File: config.mk
export PLATFORM = sky130hd
export DESIGN_NAME = dma_initiator
export DESIGN_NICKNAME = d
export VERILOG_FILES = /design/src/design/dma_noc_pkg.sv /design/src/design/dma_rr_arbiter.sv /design/src/design/dma_request_table.sv /design/src/design/dma_local_reader.sv /design/src/design/dma_noc_req_gen.sv /design/src/design/dma_initiator.sv
export VERILOG_INCLUDE_DIRS = /design/src /design/src/design
export SDC_FILE = /design/constraint.sdc
export NUM_CORES = 1
export LEC_CHECK = 0
export BUFFER_PORTS_ARGS = -buffer_cell sky130_fd_sc_hd__buf_2
export CAP_MARGIN = 25
export CORE_MARGIN = 4
export CORE_UTILIZATION = 50
export CTS_BUF_LIST = sky130_fd_sc_hd__clkbuf_4 sky130_fd_sc_hd__clkbuf_8 sky130_fd_sc_hd__clkbuf_16
export CTS_CLUSTER_SIZE = 12
export DETAILED_ROUTE_END_ITERATION = 10
export GPL_TIMING_DRIVEN = 0
export PLACE_DENSITY = 0.72
export SETUP_SLACK_MARGIN = 0.15
export SYNTH_ARGS = -nofsm -noshare
export SYNTH_HDL_FRONTEND = slang
export SYNTH_SLANG_ARGS = --single-unit
File: constraint.sdc
create_clock -name clk -period 11.9 [get_ports clk]
set_input_delay 1.19 -clock clk [delete_from_list [all_inputs] [get_ports clk]]
set_output_delay 1.19 -clock clk [all_outputs]
set_load 0.03 [all_outputs]
File: src/design/dma_noc_params.svh
//////////////////////////////
// Widths, table depth and header field positions for the DMA request path
// Include in every file that sizes a port or picks a flit field
//////////////////////////////
`ifndef DMA_NOC_PARAMS_SVH
`define DMA_NOC_PARAMS_SVH

`define DMA_ADDR_WIDTH      32
`define DMA_DATA_WIDTH      32
`define DMA_FLIT_WIDTH      34
`define DMA_TABLE_ENTRIES   4
`define DMA_TABLE_PTR_WIDTH 2
`define DMA_SIZE_WIDTH      12
`define DMA_TILE_WIDTH      5
// Max flits per L2R packet, header and address included
`define DMA_NOC_PACKET_SIZE 8

// Flit type sits above the 32 content bits
`define DMA_FLIT_TYPE_MSB   33
`define DMA_FLIT_TYPE_LSB   32

// Header flit content layout
`define DMA_HDR_DEST_MSB    31
`define DMA_HDR_DEST_LSB    27
`define DMA_HDR_CLASS_MSB   26
`define DMA_HDR_CLASS_LSB   24
`define DMA_HDR_ID_MSB      23
`define DMA_HDR_ID_LSB      22
`define DMA_HDR_SRC_MSB     21
`define DMA_HDR_SRC_LSB     17
`define DMA_HDR_PTYPE_MSB   16
`define DMA_HDR_PTYPE_LSB   15
// Set on the final packet of a request
`define DMA_HDR_LAST        14
`define DMA_HDR_SIZE_MSB    11
`define DMA_HDR_SIZE_LSB    0

`endif

File: src/design/dma_noc_pkg.sv
//////////////////////////////
// Flit, packet and direction encodings shared by the DMA request path
//////////////////////////////
package dma_noc_pkg;

  // Two type bits on top of every flit
  typedef enum logic [1:0] {
    FLIT_PAYLOAD = 2'b00,
    FLIT_HEADER  = 2'b01,
    FLIT_LAST    = 2'b10
  } flit_type_e;

  // Packet type field of the header
  typedef enum logic [1:0] {
    PKT_L2R_REQ = 2'b00,
    PKT_R2L_REQ = 2'b01
  } packet_type_e;

  // Transfer direction of a descriptor
  // L2R pushes local words out, R2L asks the remote tile for words
  typedef enum logic {
    DMA_L2R = 1'b0,
    DMA_R2L = 1'b1
  } dma_dir_e;

  // Class written into every DMA header
  localparam logic [2:0] PACKET_CLASS_DMA = 3'b010;

endpackage

File: src/design/dma_rr_arbiter.sv
//////////////////////////////
// Round-robin next-grant logic, one-hot in and out
//////////////////////////////
`timescale 1ns/100ps

module dma_rr_arbiter #(
  parameter int N = 4
) (
  input  logic [N-1:0] req,
  input  logic [N-1:0] gnt,
  output logic [N-1:0] nxt_gnt
);

  logic [N-1:0] above;
  logic [N-1:0] masked;

  // Positions strictly after the current grant
  // An empty grant masks everything, so the plain requests decide
  assign above  = ~(gnt | (gnt - 1'b1));
  assign masked = req & above;

  always_comb begin
    if (|masked)
      // Lowest requester after the grant
      nxt_gnt = masked & (~masked + 1'b1);
    else if (|req)
      // Wrap around to the lowest requester
      nxt_gnt = req & (~req + 1'b1);
    else
      nxt_gnt = gnt;
  end

endmodule

File: src/design/dma_request_table.sv
//////////////////////////////
// Descriptor table of the DMA initiator
// Host loads entries by four-phase req/ack, the request generator reads them
//////////////////////////////
`timescale 1ns/100ps
`include "dma_noc_params.svh"

module dma_request_table import dma_noc_pkg::*; (
  input  logic                            clk,
  input  logic                            rst,
  // Host load port
  input  logic                            cfg_req,
  output logic                            cfg_ack,
  input  logic [`DMA_TABLE_PTR_WIDTH-1:0] cfg_pos,
  input  dma_dir_e                        cfg_dir,
  input  logic [`DMA_TILE_WIDTH-1:0]      cfg_rtile,
  input  logic [`DMA_ADDR_WIDTH-1:0]      cfg_raddr,
  input  logic [`DMA_ADDR_WIDTH-1:0]      cfg_laddr,
  input  logic [`DMA_SIZE_WIDTH-1:0]      cfg_size,
  // Read port
  input  logic [`DMA_TABLE_PTR_WIDTH-1:0] read_pos,
  output logic [`DMA_TABLE_ENTRIES-1:0]   valid,
  output dma_dir_e                        rd_dir,
  output logic [`DMA_TILE_WIDTH-1:0]      rd_rtile,
  output logic [`DMA_ADDR_WIDTH-1:0]      rd_raddr,
  output logic [`DMA_ADDR_WIDTH-1:0]      rd_laddr,
  output logic [`DMA_SIZE_WIDTH-1:0]      rd_size,
  // Completion from the response side
  input  logic                            done_en,
  input  logic [`DMA_TABLE_PTR_WIDTH-1:0] done_pos
);

  dma_dir_e                   dir_q   [`DMA_TABLE_ENTRIES];
  logic [`DMA_TILE_WIDTH-1:0] rtile_q [`DMA_TABLE_ENTRIES];
  logic [`DMA_ADDR_WIDTH-1:0] raddr_q [`DMA_TABLE_ENTRIES];
  logic [`DMA_ADDR_WIDTH-1:0] laddr_q [`DMA_TABLE_ENTRIES];
  logic [`DMA_SIZE_WIDTH-1:0] size_q  [`DMA_TABLE_ENTRIES];
  logic                       load;

  // Write on the first req cycle and ack one cycle later
  assign load = cfg_req && !cfg_ack;

  always_ff @(posedge clk) begin
    if (rst) begin
      cfg_ack <= 1'b0;
      valid   <= '0;
    end else begin
      cfg_ack <= cfg_req;
      // Done clears first so a same-cycle load still lands
      if (done_en)
        valid[done_pos] <= 1'b0;
      if (load)
        valid[cfg_pos] <= 1'b1;
    end
  end

  // Descriptor payload
  always_ff @(posedge clk) begin
    if (load) begin
      dir_q[cfg_pos]   <= cfg_dir;
      rtile_q[cfg_pos] <= cfg_rtile;
      raddr_q[cfg_pos] <= cfg_raddr;
      laddr_q[cfg_pos] <= cfg_laddr;
      size_q[cfg_pos]  <= cfg_size;
    end
  end

  assign rd_dir   = dir_q[read_pos];
  assign rd_rtile = rtile_q[read_pos];
  assign rd_raddr = raddr_q[read_pos];
  assign rd_laddr = laddr_q[read_pos];
  assign rd_size  = size_q[read_pos];

  //////////////////////////////
  // Handshake checks
  // A new request waits until the previous ack has dropped
  a_req_after_ack: assert property (@(posedge clk) disable iff (rst)
    $rose(cfg_req) |-> !cfg_ack);
  a_no_overwrite: assert property (@(posedge clk) disable iff (rst)
    load |-> !valid[cfg_pos]);

endmodule

File: src/design/dma_local_reader.sv
//////////////////////////////
// Fetches L2R payload words from local memory
// Started by the request generator, hands words over through a two-entry buffer
//////////////////////////////
`timescale 1ns/100ps
`include "dma_noc_params.svh"

module dma_local_reader (
  input  logic                       clk,
  input  logic                       rst,
  input  logic                       start,
  input  logic                       is_l2r,
  input  logic [`DMA_ADDR_WIDTH-1:0] laddr,
  input  logic [`DMA_SIZE_WIDTH-1:0] size,
  output logic [`DMA_DATA_WIDTH-1:0] data,
  output logic                       data_valid,
  input  logic                       data_ready,
  output logic                       mem_en,
  output logic [`DMA_ADDR_WIDTH-1:0] mem_addr,
  input  logic [`DMA_DATA_WIDTH-1:0] mem_rdata
);

  logic [`DMA_SIZE_WIDTH-1:0] remaining;
  logic [`DMA_ADDR_WIDTH-1:0] rd_addr;
  logic                       rd_pending;
  logic [`DMA_DATA_WIDTH-1:0] buf_q [2];
  logic [1:0]                 buf_cnt;
  logic                       wr_ptr;
  logic                       rd_ptr;
  logic [1:0]                 inflight;
  logic                       pop;

  // Reads in flight plus words held, never more than two
  assign inflight   = buf_cnt + 2'(rd_pending);
  assign mem_en     = (remaining != '0) && (inflight < 2'd2);
  assign mem_addr   = rd_addr;
  assign data       = buf_q[rd_ptr];
  assign data_valid = (buf_cnt != 2'd0);
  assign pop        = data_ready && data_valid;

  always_ff @(posedge clk) begin
    if (rst) begin
      remaining  <= '0;
      rd_pending <= 1'b0;
      buf_cnt    <= 2'd0;
      wr_ptr     <= 1'b0;
      rd_ptr     <= 1'b0;
    end else begin
      // Memory answers one cycle after mem_en
      rd_pending <= mem_en;
      if (start && is_l2r)
        remaining <= size;
      else if (mem_en)
        remaining <= remaining - 1'b1;
      buf_cnt <= buf_cnt + 2'(rd_pending) - 2'(pop);
      if (rd_pending)
        wr_ptr <= ~wr_ptr;
      if (pop)
        rd_ptr <= ~rd_ptr;
    end
  end

  // Word address and captured data
  always_ff @(posedge clk) begin
    if (start)
      rd_addr <= laddr;
    else if (mem_en)
      rd_addr <= rd_addr + 3'd4;
    if (rd_pending)
      buf_q[wr_ptr] <= mem_rdata;
  end

  a_no_overflow: assert property (@(posedge clk) disable iff (rst)
    (rd_pending && !pop) |-> (buf_cnt != 2'd2));

endmodule

File: src/design/dma_noc_req_gen.sv
//////////////////////////////
// Picks open table entries and turns them into NoC request flits
// One request is on the NoC at a time, finished ones wait for done
//////////////////////////////
`timescale 1ns/100ps
`include "dma_noc_params.svh"

module dma_noc_req_gen import dma_noc_pkg::*; #(
  parameter logic [`DMA_TILE_WIDTH-1:0] TILE_ID = '0
) (
  input  logic                            clk,
  input  logic                            rst,
  // Table read port
  input  logic [`DMA_TABLE_ENTRIES-1:0]   valid,
  output logic [`DMA_TABLE_PTR_WIDTH-1:0] read_pos,
  input  dma_dir_e                        rd_dir,
  input  logic [`DMA_TILE_WIDTH-1:0]      rd_rtile,
  input  logic [`DMA_ADDR_WIDTH-1:0]      rd_raddr,
  input  logic [`DMA_ADDR_WIDTH-1:0]      rd_laddr,
  input  logic [`DMA_SIZE_WIDTH-1:0]      rd_size,
  input  logic                            done_en,
  input  logic [`DMA_TABLE_PTR_WIDTH-1:0] done_pos,
  // Local reader
  output logic                            start,
  output logic [`DMA_ADDR_WIDTH-1:0]      laddr,
  output logic [`DMA_SIZE_WIDTH-1:0]      size,
  output logic                            is_l2r,
  input  logic [`DMA_DATA_WIDTH-1:0]      data,
  input  logic                            data_valid,
  output logic                            data_ready,
  // NoC output
  output logic [`DMA_FLIT_WIDTH-1:0]      noc_out_flit,
  output logic                            noc_out_valid,
  input  logic                            noc_out_ready
);

  localparam logic [`DMA_SIZE_WIDTH-1:0] PKT_WORDS = `DMA_SIZE_WIDTH'(`DMA_NOC_PACKET_SIZE - 2);

  typedef enum logic [2:0] {
    ST_IDLE, ST_L2R_HDR, ST_L2R_ADDR, ST_L2R_DATA,
    ST_R2L_HDR, ST_R2L_SIZE, ST_R2L_RADDR, ST_R2L_LADDR
  } state_e;

  state_e                          state, state_nxt;
  logic [`DMA_TABLE_ENTRIES-1:0]   select, select_nxt;
  logic [`DMA_TABLE_ENTRIES-1:0]   open_resp, open_nxt;
  logic [`DMA_TABLE_ENTRIES-1:0]   selectable;
  logic [`DMA_TABLE_ENTRIES-1:0]   requests;
  logic                            idle;
  // Words already sent, and the position inside the current packet
  logic [`DMA_SIZE_WIDTH-1:0]      sent, sent_nxt;
  logic [`DMA_SIZE_WIDTH-1:0]      pkt_cnt, pkt_cnt_nxt;
  logic [`DMA_SIZE_WIDTH-1:0]      pkt_size, pkt_size_nxt;
  logic [`DMA_SIZE_WIDTH-1:0]      remaining;
  logic                            l2r_last;
  logic [`DMA_SIZE_WIDTH-1:0]      l2r_words;

  // Header content from type, size and last bit
  function automatic logic [`DMA_DATA_WIDTH-1:0] hdr_flit(
    input logic [`DMA_TILE_WIDTH-1:0]      dest,
    input logic [`DMA_TABLE_PTR_WIDTH-1:0] id,
    input packet_type_e                    ptype,
    input logic [`DMA_SIZE_WIDTH-1:0]      sz,
    input logic                            last
  );
    logic [`DMA_DATA_WIDTH-1:0] h;
    h = '0;
    h[`DMA_HDR_DEST_MSB:`DMA_HDR_DEST_LSB]   = dest;
    h[`DMA_HDR_CLASS_MSB:`DMA_HDR_CLASS_LSB] = PACKET_CLASS_DMA;
    h[`DMA_HDR_ID_MSB:`DMA_HDR_ID_LSB]       = id;
    h[`DMA_HDR_SRC_MSB:`DMA_HDR_SRC_LSB]     = TILE_ID;
    h[`DMA_HDR_PTYPE_MSB:`DMA_HDR_PTYPE_LSB] = ptype;
    h[`DMA_HDR_LAST]                         = last;
    h[`DMA_HDR_SIZE_MSB:`DMA_HDR_SIZE_LSB]   = sz;
    return h;
  endfunction

  //////////////////////////////
  // Entry selection
  assign idle       = (state == ST_IDLE);
  assign selectable = valid & ~open_resp;
  // Grant only moves while idle and before the start pulse
  assign requests   = selectable & {`DMA_TABLE_ENTRIES{idle && !start}};

  dma_rr_arbiter #(.N(`DMA_TABLE_ENTRIES)) i_arbiter (
    .req     (requests),
    .gnt     (select),
    .nxt_gnt (select_nxt)
  );

  // One-hot grant to table position
  always_comb begin
    read_pos = '0;
    for (int i = 0; i < `DMA_TABLE_ENTRIES; i++) begin
      if (select[i])
        read_pos = read_pos | `DMA_TABLE_PTR_WIDTH'(i);
    end
  end

  assign laddr  = rd_laddr;
  assign size   = rd_size;
  assign is_l2r = (rd_dir == DMA_L2R);

  // Split of the L2R transfer into packets
  assign remaining = rd_size - sent;
  assign l2r_last  = (remaining <= PKT_WORDS);
  assign l2r_words = l2r_last ? remaining : PKT_WORDS;

  //////////////////////////////
  // Flit FSM
  always_comb begin
    state_nxt     = state;
    sent_nxt      = sent;
    pkt_cnt_nxt   = pkt_cnt;
    pkt_size_nxt  = pkt_size;
    open_nxt      = open_resp;
    noc_out_valid = 1'b0;
    noc_out_flit  = '0;
    data_ready    = 1'b0;
    case (state)
      ST_IDLE: begin
        sent_nxt = '0;
        if (start)
          state_nxt = is_l2r ? ST_L2R_HDR : ST_R2L_HDR;
      end
      ST_L2R_HDR: begin
        noc_out_valid = 1'b1;
        noc_out_flit  = {FLIT_HEADER, hdr_flit(rd_rtile, read_pos, PKT_L2R_REQ,
                                               l2r_words, l2r_last)};
        if (noc_out_ready) begin
          pkt_size_nxt = l2r_words;
          pkt_cnt_nxt  = `DMA_SIZE_WIDTH'(1);
          state_nxt    = ST_L2R_ADDR;
        end
      end
      ST_L2R_ADDR: begin
        // Remote address advances by the words already sent
        noc_out_valid = 1'b1;
        noc_out_flit  = {FLIT_PAYLOAD, rd_raddr + (`DMA_ADDR_WIDTH'(sent) << 2)};
        if (noc_out_ready)
          state_nxt = ST_L2R_DATA;
      end
      ST_L2R_DATA: begin
        noc_out_valid = data_valid;
        noc_out_flit  = {(pkt_cnt == pkt_size) ? FLIT_LAST : FLIT_PAYLOAD, data};
        if (noc_out_ready && data_valid) begin
          data_ready  = 1'b1;
          pkt_cnt_nxt = pkt_cnt + 1'b1;
          if (pkt_cnt == pkt_size) begin
            if (sent + pkt_cnt == rd_size) begin
              // Whole request out, wait for its response
              open_nxt  = open_resp | select;
              state_nxt = ST_IDLE;
            end else begin
              sent_nxt  = sent + pkt_cnt;
              state_nxt = ST_L2R_HDR;
            end
          end
        end
      end
      ST_R2L_HDR: begin
        // Single packet, size travels in its own flit
        noc_out_valid = 1'b1;
        noc_out_flit  = {FLIT_HEADER, hdr_flit(rd_rtile, read_pos, PKT_R2L_REQ,
                                               '0, 1'b1)};
        if (noc_out_ready)
          state_nxt = ST_R2L_SIZE;
      end
      ST_R2L_SIZE: begin
        noc_out_valid = 1'b1;
        noc_out_flit[`DMA_HDR_SIZE_MSB:`DMA_HDR_SIZE_LSB] = rd_size;
        if (noc_out_ready)
          state_nxt = ST_R2L_RADDR;
      end
      ST_R2L_RADDR: begin
        noc_out_valid = 1'b1;
        noc_out_flit  = {FLIT_PAYLOAD, rd_raddr};
        if (noc_out_ready)
          state_nxt = ST_R2L_LADDR;
      end
      ST_R2L_LADDR: begin
        noc_out_valid = 1'b1;
        noc_out_flit  = {FLIT_LAST, rd_laddr};
        if (noc_out_ready) begin
          open_nxt  = open_resp | select;
          state_nxt = ST_IDLE;
        end
      end
      default: state_nxt = ST_IDLE;
    endcase
    // Response side closes the entry
    if (done_en)
      open_nxt[done_pos] = 1'b0;
  end

  always_ff @(posedge clk) begin
    if (rst) begin
      state     <= ST_IDLE;
      select    <= '0;
      open_resp <= '0;
      start     <= 1'b0;
      sent      <= '0;
      pkt_cnt   <= '0;
      pkt_size  <= '0;
    end else begin
      state     <= state_nxt;
      select    <= select_nxt;
      open_resp <= open_nxt;
      // Single-cycle pulse once a selectable entry is seen while idle
      start     <= idle && !start && (|selectable);
      sent      <= sent_nxt;
      pkt_cnt   <= pkt_cnt_nxt;
      pkt_size  <= pkt_size_nxt;
    end
  end

  // Flit holds under back-pressure, data flits included
  a_flit_stable: assert property (@(posedge clk) disable iff (rst)
    (noc_out_valid && !noc_out_ready) |=> (noc_out_valid && $stable(noc_out_flit)));

endmodule

File: src/design/dma_initiator.sv
//////////////////////////////
// Request side of the tile DMA engine
// Host loads descriptors, requests leave on the NoC port
//////////////////////////////
`timescale 1ns/100ps
`include "dma_noc_params.svh"

module dma_initiator import dma_noc_pkg::*; #(
  parameter logic [`DMA_TILE_WIDTH-1:0] TILE_ID = '0
) (
  input  logic                            clk,
  input  logic                            rst,
  // Host load
  input  logic                            cfg_req,
  output logic                            cfg_ack,
  input  logic [`DMA_TABLE_PTR_WIDTH-1:0] cfg_pos,
  input  dma_dir_e                        cfg_dir,
  input  logic [`DMA_TILE_WIDTH-1:0]      cfg_rtile,
  input  logic [`DMA_ADDR_WIDTH-1:0]      cfg_raddr,
  input  logic [`DMA_ADDR_WIDTH-1:0]      cfg_laddr,
  input  logic [`DMA_SIZE_WIDTH-1:0]      cfg_size,
  // Completion report
  input  logic                            done_en,
  input  logic [`DMA_TABLE_PTR_WIDTH-1:0] done_pos,
  // NoC
  output logic [`DMA_FLIT_WIDTH-1:0]      noc_out_flit,
  output logic                            noc_out_valid,
  input  logic                            noc_out_ready,
  // Local memory
  output logic                            mem_en,
  output logic [`DMA_ADDR_WIDTH-1:0]      mem_addr,
  input  logic [`DMA_DATA_WIDTH-1:0]      mem_rdata
);

  logic [`DMA_TABLE_PTR_WIDTH-1:0] read_pos;
  logic [`DMA_TABLE_ENTRIES-1:0]   valid;
  dma_dir_e                        rd_dir;
  logic [`DMA_TILE_WIDTH-1:0]      rd_rtile;
  logic [`DMA_ADDR_WIDTH-1:0]      rd_raddr;
  logic [`DMA_ADDR_WIDTH-1:0]      rd_laddr;
  logic [`DMA_SIZE_WIDTH-1:0]      rd_size;
  // Generator to reader
  logic                            start;
  logic [`DMA_ADDR_WIDTH-1:0]      laddr;
  logic [`DMA_SIZE_WIDTH-1:0]      size;
  logic                            is_l2r;
  logic [`DMA_DATA_WIDTH-1:0]      data;
  logic                            data_valid;
  logic                            data_ready;

  dma_request_table i_table (
    .clk, .rst,
    .cfg_req, .cfg_ack, .cfg_pos, .cfg_dir,
    .cfg_rtile, .cfg_raddr, .cfg_laddr, .cfg_size,
    .read_pos, .valid,
    .rd_dir, .rd_rtile, .rd_raddr, .rd_laddr, .rd_size,
    .done_en, .done_pos
  );

  dma_noc_req_gen #(.TILE_ID(TILE_ID)) i_req_gen (
    .clk, .rst,
    .valid, .read_pos,
    .rd_dir, .rd_rtile, .rd_raddr, .rd_laddr, .rd_size,
    .done_en, .done_pos,
    .start, .laddr, .size, .is_l2r,
    .data, .data_valid, .data_ready,
    .noc_out_flit, .noc_out_valid, .noc_out_ready
  );

  dma_local_reader i_reader (
    .clk, .rst,
    .start, .is_l2r, .laddr, .size,
    .data, .data_valid, .data_ready,
    .mem_en, .mem_addr, .mem_rdata
  );

endmodule

After elaboration in Yosys (flattened, before gate mapping). Memory sizes are Yosys's and may differ from the RTL's. A register that Yosys moved wholly into a read port is not among the register bits. Index checks and enable logic that the tools add are counted.

Input bits: 123. Output and inout bits: 69. Memories: 6. Register bits after elaboration: 102. Logic and storage cells: 156. RAM bits: 392.

Add/subtract/negate cells: 11. Bitwise operators: 18. $lt $le $gt $ge: 6. Eq/ne operators: 19. Multiplexer cells: 54. Reductions and logical operators: 27.

Memories: i_table.laddr_q (words 4, width 32, read ports 1, clocked after memory_dff 0, write ports 1, RTL line dma_request_table.sv:36) `` logic [`DMA_ADDR_WIDTH-1:0] laddr_q [`DMA_TABLE_ENTRIES]; ``; i_table.raddr_q (words 4, width 32, read ports 1, clocked after memory_dff 0, write ports 1, RTL line dma_request_table.sv:35) `` logic [`DMA_ADDR_WIDTH-1:0] raddr_q [`DMA_TABLE_ENTRIES]; ``; i_reader.buf_q (words 2, width 32, read ports 1, clocked after memory_dff 1, write ports 1, RTL line dma_local_reader.sv:26) `` logic [`DMA_DATA_WIDTH-1:0] buf_q [2]; ``; i_table.size_q (words 4, width 12, read ports 1, clocked after memory_dff 0, write ports 1, RTL line dma_request_table.sv:37) `` logic [`DMA_SIZE_WIDTH-1:0] size_q [`DMA_TABLE_ENTRIES]; ``; i_table.rtile_q (words 4, width 5, read ports 1, clocked after memory_dff 0, write ports 1, RTL line dma_request_table.sv:34) `` logic [`DMA_TILE_WIDTH-1:0] rtile_q [`DMA_TABLE_ENTRIES]; ``; i_table.dir_q (words 4, width 1, read ports 1, clocked after memory_dff 0, write ports 1, RTL line dma_request_table.sv:33) `` dma_dir_e dir_q [`DMA_TABLE_ENTRIES]; ``.

Operator list (number): 22-bit one-hot mux with 6 select lines (1); 12-bit two-way mux (8); 12-bit one-hot mux with 6 select lines (1); 32-bit two-way mux (2); 12-bit one-hot mux with 2 select lines (2); 4-bit two-way mux (10); 32-bit by 14-bit adder with 32-bit output (1); 32-bit by 3-bit adder with 32-bit output (second input constant) (1); 3-bit two-way mux (10); 4-bit AND (7); 12-bit == test (2); 3-bit one-hot mux with 8 select lines (1); 4-bit inverter (5); 2-bit inequality test (second input constant) (7); 12-bit by 1-bit adder with 12-bit output (second input constant) (1); 12-bit adder (1); 3-bit == test (second input constant) (4); 12-bit by 3-bit <= comparator with 1-bit output (second input constant) (1); 1-bit two-way mux (12); 4-bit bitwise OR (3); 12-bit nonzero test (1); 2-bit nonzero test (6); 4-bit OR reduction (3); 12-bit by 1-bit subtractor with 12-bit output (second input constant) (1); 24 further kinds (44).

Logic depth before layout (Yosys ltp). An unclocked memory read counts as a cell.

Depth after elaboration: 11. Mapped depth: 20. Gate-level depth less buffers: 15.

By module. A second synthesis with hierarchy kept.

Cell total of the unflattened synthesis: 1647. Area total of the unflattened synthesis: 23363.7 um^2.

Modules (own cells, without submodules): dma_request_table (seq. area each 9949.5 um^2, cells each 451, instances 1, area each 12156.7 um^2); dma_noc_req_gen (seq. area each 960.9 um^2, cells each 764, instances 1, area each 5885.6 um^2); dma_local_reader (seq. area each 3243.1 um^2, cells each 409, instances 1, area each 5172.5 um^2); dma_rr_arbiter (seq. area each 0.0 um^2, cells each 23, instances 1, area each 148.9 um^2).

Least setup slack after synthesis. No wires, ideal clock.

Kind: input port to flip-flop. Start point: input cfg_req. End point: memory i_table.dir_q[0] (netlist bit), enable pin. Slack: 3818 ps. Library setup time: 644 ps. Data required time: 11256 ps. Buffers on the path: 0. Data arrival time: 7438 ps. Stages: 2. Path through: nor2b_1 nor3b_1.

Longest elaborated chain between the ends: 3.

Ends and longest elaborated chain: start, declared (RTL line dma_initiator.sv:14) `input logic cfg_req,`; 1-bit logical AND (RTL line dma_request_table.sv:41) `assign load = cfg_req && !cfg_ack;`; 1-bit two-way mux (RTL line dma_request_table.sv:59) `if (load) begin`; 1-bit two-way mux (implied by the code) (RTL line dma_request_table.sv:60) `dir_q[cfg_pos] <= cfg_dir;`; end, declared (RTL line dma_request_table.sv:33).

Every way passes these cells.

Final worst setup path.
Start point: register i_req_gen.select[1]. End point: output noc_out_flit[15].

Longest elaborated chain between the ends: 6. Elaborated cells on any way between the ends: 7. Classes of those cells: 1 x add/sub; 4 x mux; 2 x memory.

Ends and longest elaborated chain: start, declared (RTL line dma_noc_req_gen.sv:45) `` logic [`DMA_TABLE_ENTRIES-1:0] select, select_nxt; ``; start signal, assigned (RTL line dma_noc_req_gen.sv:207) `select <= select_nxt;`; 1-bit two-way mux * (RTL line dma_noc_req_gen.sv:95) `if (select[i])`; 2-bit two-way mux * (2 in series) (RTL line dma_noc_req_gen.sv:95); memory 4 x 32 bit; 32-bit by 14-bit adder with 32-bit output (RTL line dma_noc_req_gen.sv:139) `` noc_out_flit = {FLIT_PAYLOAD, rd_raddr + (`DMA_ADDR_WIDTH'(sent) << 2)}; ``; 22-bit one-hot mux with 6 select lines * (RTL line dma_noc_req_gen.sv:120) `case (state)`; end, declared (RTL line dma_initiator.sv:26) `` output logic [`DMA_FLIT_WIDTH-1:0] noc_out_flit, ``.

Every way passes the cells marked *; elsewhere a longest branch is shown, timed or not.

==> summary.txt <==
Run status
  • Status: completed

Worst setup path
  • Reg2reg start: i_req_gen.select[3]$_SDFFE_PP0P_
  • CP cell instances: buf_6, buf_4, buf_2, buf_2, clkbuf_1, clkbuf_1, buf_1, a211oi_1, a31oi_1, ha_1, a2111oi_0, nor2_1, o41ai_1, o21ai_1, or2_2, a31oi_1, buf_2
  • Capturing point of the worst reg2reg path: i_req_gen.pkt_size[2]$_SDFFE_PP0P_
  • CP max stage delay: 0.70 ns
  • Nature of the critical path startpoint: flip-flop
  • CP max-delay cell: clkbuf_1
  • Req. time, crit path: 10.71 ns
  • Worst reg-to-reg setup slack: 7.13 ns
  • Critical Path End Type: output port
  • Worst path most repeated cell: buf_2
  • Reg2reg path depth: 19
  • CP max FO: 10
  • Worst path arrival time: 7.17 ns
  • CP Class: flip-flop to output port

Timing
  • Worst slew margin: between 20% and 30%
  • Crit share post-route: 70.3%
  • Final Hold Vio Count: 0
  • Max Slew Vio Count: 0
  • Final setup violating endpoints: 0
  • Tmin final: about 8.4 ns
  • Peak Freq: 0.120 GHz
  • Worst setup margin: 3.54 ns
  • Layout Skew: 0.0177 ns
  • RSZ-0062 raised after global routing: no
  • Worst hold slack: 0.475 ns
  • Worst Tran Pin Value: 1.16 ns

Synth
  • Mapped Cells: 1,878
  • Multiplexer share of the synthesized area: 5.15%
  • YS warnings: 0
  • Seq cells post-synth: 495
  • Synth unique cells: 78
  • Biggest area consumer among synthesized cells: edfxtp_1
  • Synth Area in Simple Gates: 12.0%
  • Mapped Avg Cell Area: 12.1 µm²
  • Number of synthesized flops with an enable pin: ~420
  • Predominant post-synthesis flop cell: edfxtp_1
  • Async S/R FF share, synth: 0%
  • Post-synthesis sequential area ratio: around 62%
  • Area contributors post-synth: edfxtp_1, dfxtp_1, nand2_1, mux2i_1, ha_1
  • Largest family of logic cells by synthesized area: simple AND/OR/NAND/NOR gates
  • Mapped Nets: 2,047
  • Share of the synthesized area in the top cell type: 55.9%
  • Compound-cell area share of the yosys netlist: 11.2%
  • Post-Syn Area: 22,800 µm²
  • Post-synthesis xor/xnor area fraction: 4.33%
  • Post-synthesis adder-cell area fraction: 2.63%

GRT
  • Initial antenna violation count: 8
  • GR Util met1: 36.7%
  • Grt ovf: 0
  • Largest net degree at the start of global routing: 56
  • Total GRT Usage: between 20% and 30%
  • Met3 Usage GRT: 5.25%
  • First-pass GRT wire length: 100,000 µm
  • Number of global-route vias before repair: 16.0k
  • GR peak layer: met2
  • Met2 GRT Util: 43.1%

Clock tree
  • Total CTS buffers: 52
  • CTS sink cnt: 495
  • Post-CTS Hold Buffers: 0
  • Setup bufs post-CTS: 0
  • Worst skew pair latency: 0.61 ns
  • Reg clk slew, reported paths: 0.06 ns
  • Root Buffer: clkbuf_16
  • CTS tree: yes
  • CTS resizes: 0
  • Max Root-Sink Buffers: 3
  • H-Tree Depth: 2

Floorplanning
  • Die H: 221 µm
  • Die area: 49,000 µm²
  • I/O pins: 192
  • Starting Density: between 50% and 60%
  • Die W: 221 µm
  • Core area: around 45,000 µm²
  • Site Rows: between 70 and 80

Routing
  • Routed wire per std cell: roughly 25 µm
  • DRC: 0
  • Vias per cell: 6.01
  • Post-DRT Antenna Nets: 0
  • Routed WL: 68,100 µm
  • DRT Pass-1 Iters: 6
  • Detailed Route Iter0 Violations: about 1.9k
  • Vias: around 17k

Power and ir drop
  • Leakage: 9.50 nW
  • VDD IR max: 0.143 mV
  • Sw power: 0.00186 W
  • Total power: around 0.0053 W
  • Internal power: 0.00348 W
  • Combinational power share: 28.9%
  • Net Sw Frac: about a third
  • PwrDens: 202 nW/µm²
  • Clk pwr share: 28.8%
  • Reg power frac: between 40% and 50%

Layout
  • Fill cells: approximately 3.6k
  • Share of cells above drive strength 1: 16.7%
  • Highest-count cells in the layout ignoring fill and taps: edfxtp_1, nand2_1, buf_2, nor2_1, o21ai_0
  • Fin nets: 2,314
  • Most common cell after layout, fill and taps aside: edfxtp_1
  • Final core occ: 59.3%
  • P&R area growth vs syn: 16.1%

Run
  • Max Cap Viol: 0

Placed design
  • Routability cong.: between 0.9 and 1
  • Detail Placement HPWL: around 50,000 µm
  • DP Worst Slack: 4.28 ns
  • Port Buf Inserts: 190

Hold path
  • Hold Path Cell Cnt: 2
  • HP Start: i_req_gen.pkt_size[0]$_SDFFE_PP0P_
  • Worst hold path type: flip-flop to flip-flop
  • Min-Delay Endpoint: i_req_gen.pkt_size[0]$_SDFFE_PP0P_
## metal layers
layer	wire (µm)	part of all wire, %
met2	31800	47
met3	6190	9.1
met1	27300	40
met5	13	0.019
met4	2870	4.2
## through the flow
stage | setup TNS, ns | std cells | instance area [µm²]
2_1_floorplan | 0 | 1878 | 22800
4_1_cts | 0 | 2767 | 26400
5_1_grt | 0 | 2769 | 26400
6_report | 0 | 2774 | 26400
3_5_place_dp | 0 | 2683 | 24800
3_3_place_gp | -99.27 | 2660 | 24500
## power by group through the flow
stage | Sequential [W] | Combinational, W | Clock [W]
2_1_floorplan | 0.00238 | 0.000850 | 0
6_report | 0.00226 | 0.00154 | 0.00154
3_3_place_gp | 0.00230 | 0.00145 | 0
5_1_grt | 0.00227 | 0.00166 | 0.00164
3_5_place_dp | 0.00229 | 0.00152 | 0
4_1_cts | 0.00226 | 0.00153 | 0.00156
## worst max-delay path, delay by kind of cell, from the launching register on
kind | cells | cell delay (ns)
AND/OR/NAND/NOR | 2 | 0.52
buffers and inverters | 8 | 3.06
flip-flops | 1 | 0.32
AO/OA/AOI/OAI | 6 | 2.32
adder cells (fa/ha/maj) | 1 | 0.34
## sequential cells by signal, summed over array words and instances (netlist names), named ones only
register / cells
i_table.laddr_q: 128
i_table.raddr_q: 128
i_reader.buf_q: 64
i_table.size_q: 48
i_reader.mem_addr: 32
i_table.rtile_q: 20
i_reader.remaining: 12
i_req_gen.pkt_cnt: 12
i_req_gen.pkt_size: 12
i_req_gen.sent: 12
i_req_gen.open_resp: 4
i_req_gen.select: 4
i_table.dir_q: 4
i_table.valid: 4
i_req_gen.state: 3
i_reader.buf_cnt: 2
i_reader.rd_pending: 1
i_reader.rd_ptr: 1
i_reader.wr_ptr: 1
i_req_gen.start: 1
i_table.cfg_ack: 1
## how the worst max path moves through the flow
stage | from | end | slack [ns] | cells after the start
after floorplan | cfg_req | i_table.dir_q[0]$_DFFE_PP_ | 3.82 | 2
after global placement | cfg_req | i_table.laddr_q[0][9]$_DFFE_PP_ | -1.22 | 3
after detailed placement | i_req_gen.select[1]$_SDFFE_PP0P_ | noc_out_flit[15] | 4.28 | 17
after CTS | i_req_gen.select[1]$_SDFFE_PP0P_ | noc_out_flit[15] | 3.61 | 17
after global routing | i_req_gen.select[1]$_SDFFE_PP0P_ | noc_out_flit[15] | 3.08 | 17
final | i_req_gen.select[1]$_SDFFE_PP0P_ | noc_out_flit[15] | 3.54 | 17
## logic make-up (layout without fill, tap and decap cells)
logic type,count (synthesis),in the layout
muxes,113,113
and+or+nand+nor,578,578
buffers and inverters,140,437
AOI/OAI and AO/OA,395,395
xor gates and xnor gates,111,111
other,0,7
adders and majority gates,46,46
DFF,495,495
## Yosys cell counts, types with 43 or more instances
master and number:
inv_1 47, nand3_1 56, clkbuf_1 54, xor2_1 56, nand2_1 212, a211oi_1 56
mux2i_1 79, edfxtp_1 424, nor2_1 127, dfxtp_1 71, xnor2_1 54, a21oi_1 71
ha_1 43, o21ai_0 91
## layout make-up
| class | count | area [µm²] | area share [%] |
|---|---|---|---|
| sequential | 495 | 14200 | 53.5 |
| multi-input combinational | 1243 | 8070 | 30.5 |
| clock buffer | 64 | 1410 | 5.33 |
| timing repair buffer | 213 | 1280 | 4.83 |
| tap | 592 | 741 | 2.80 |
| buffer | 92 | 403 | 1.52 |
| clock inverter | 20 | 183 | 0.691 |
| inverter | 48 | 180 | 0.681 |
| antenna | 7 | 17.5 | 0.0663 |
No activity file was read; power rests on OpenSTA's default activity.
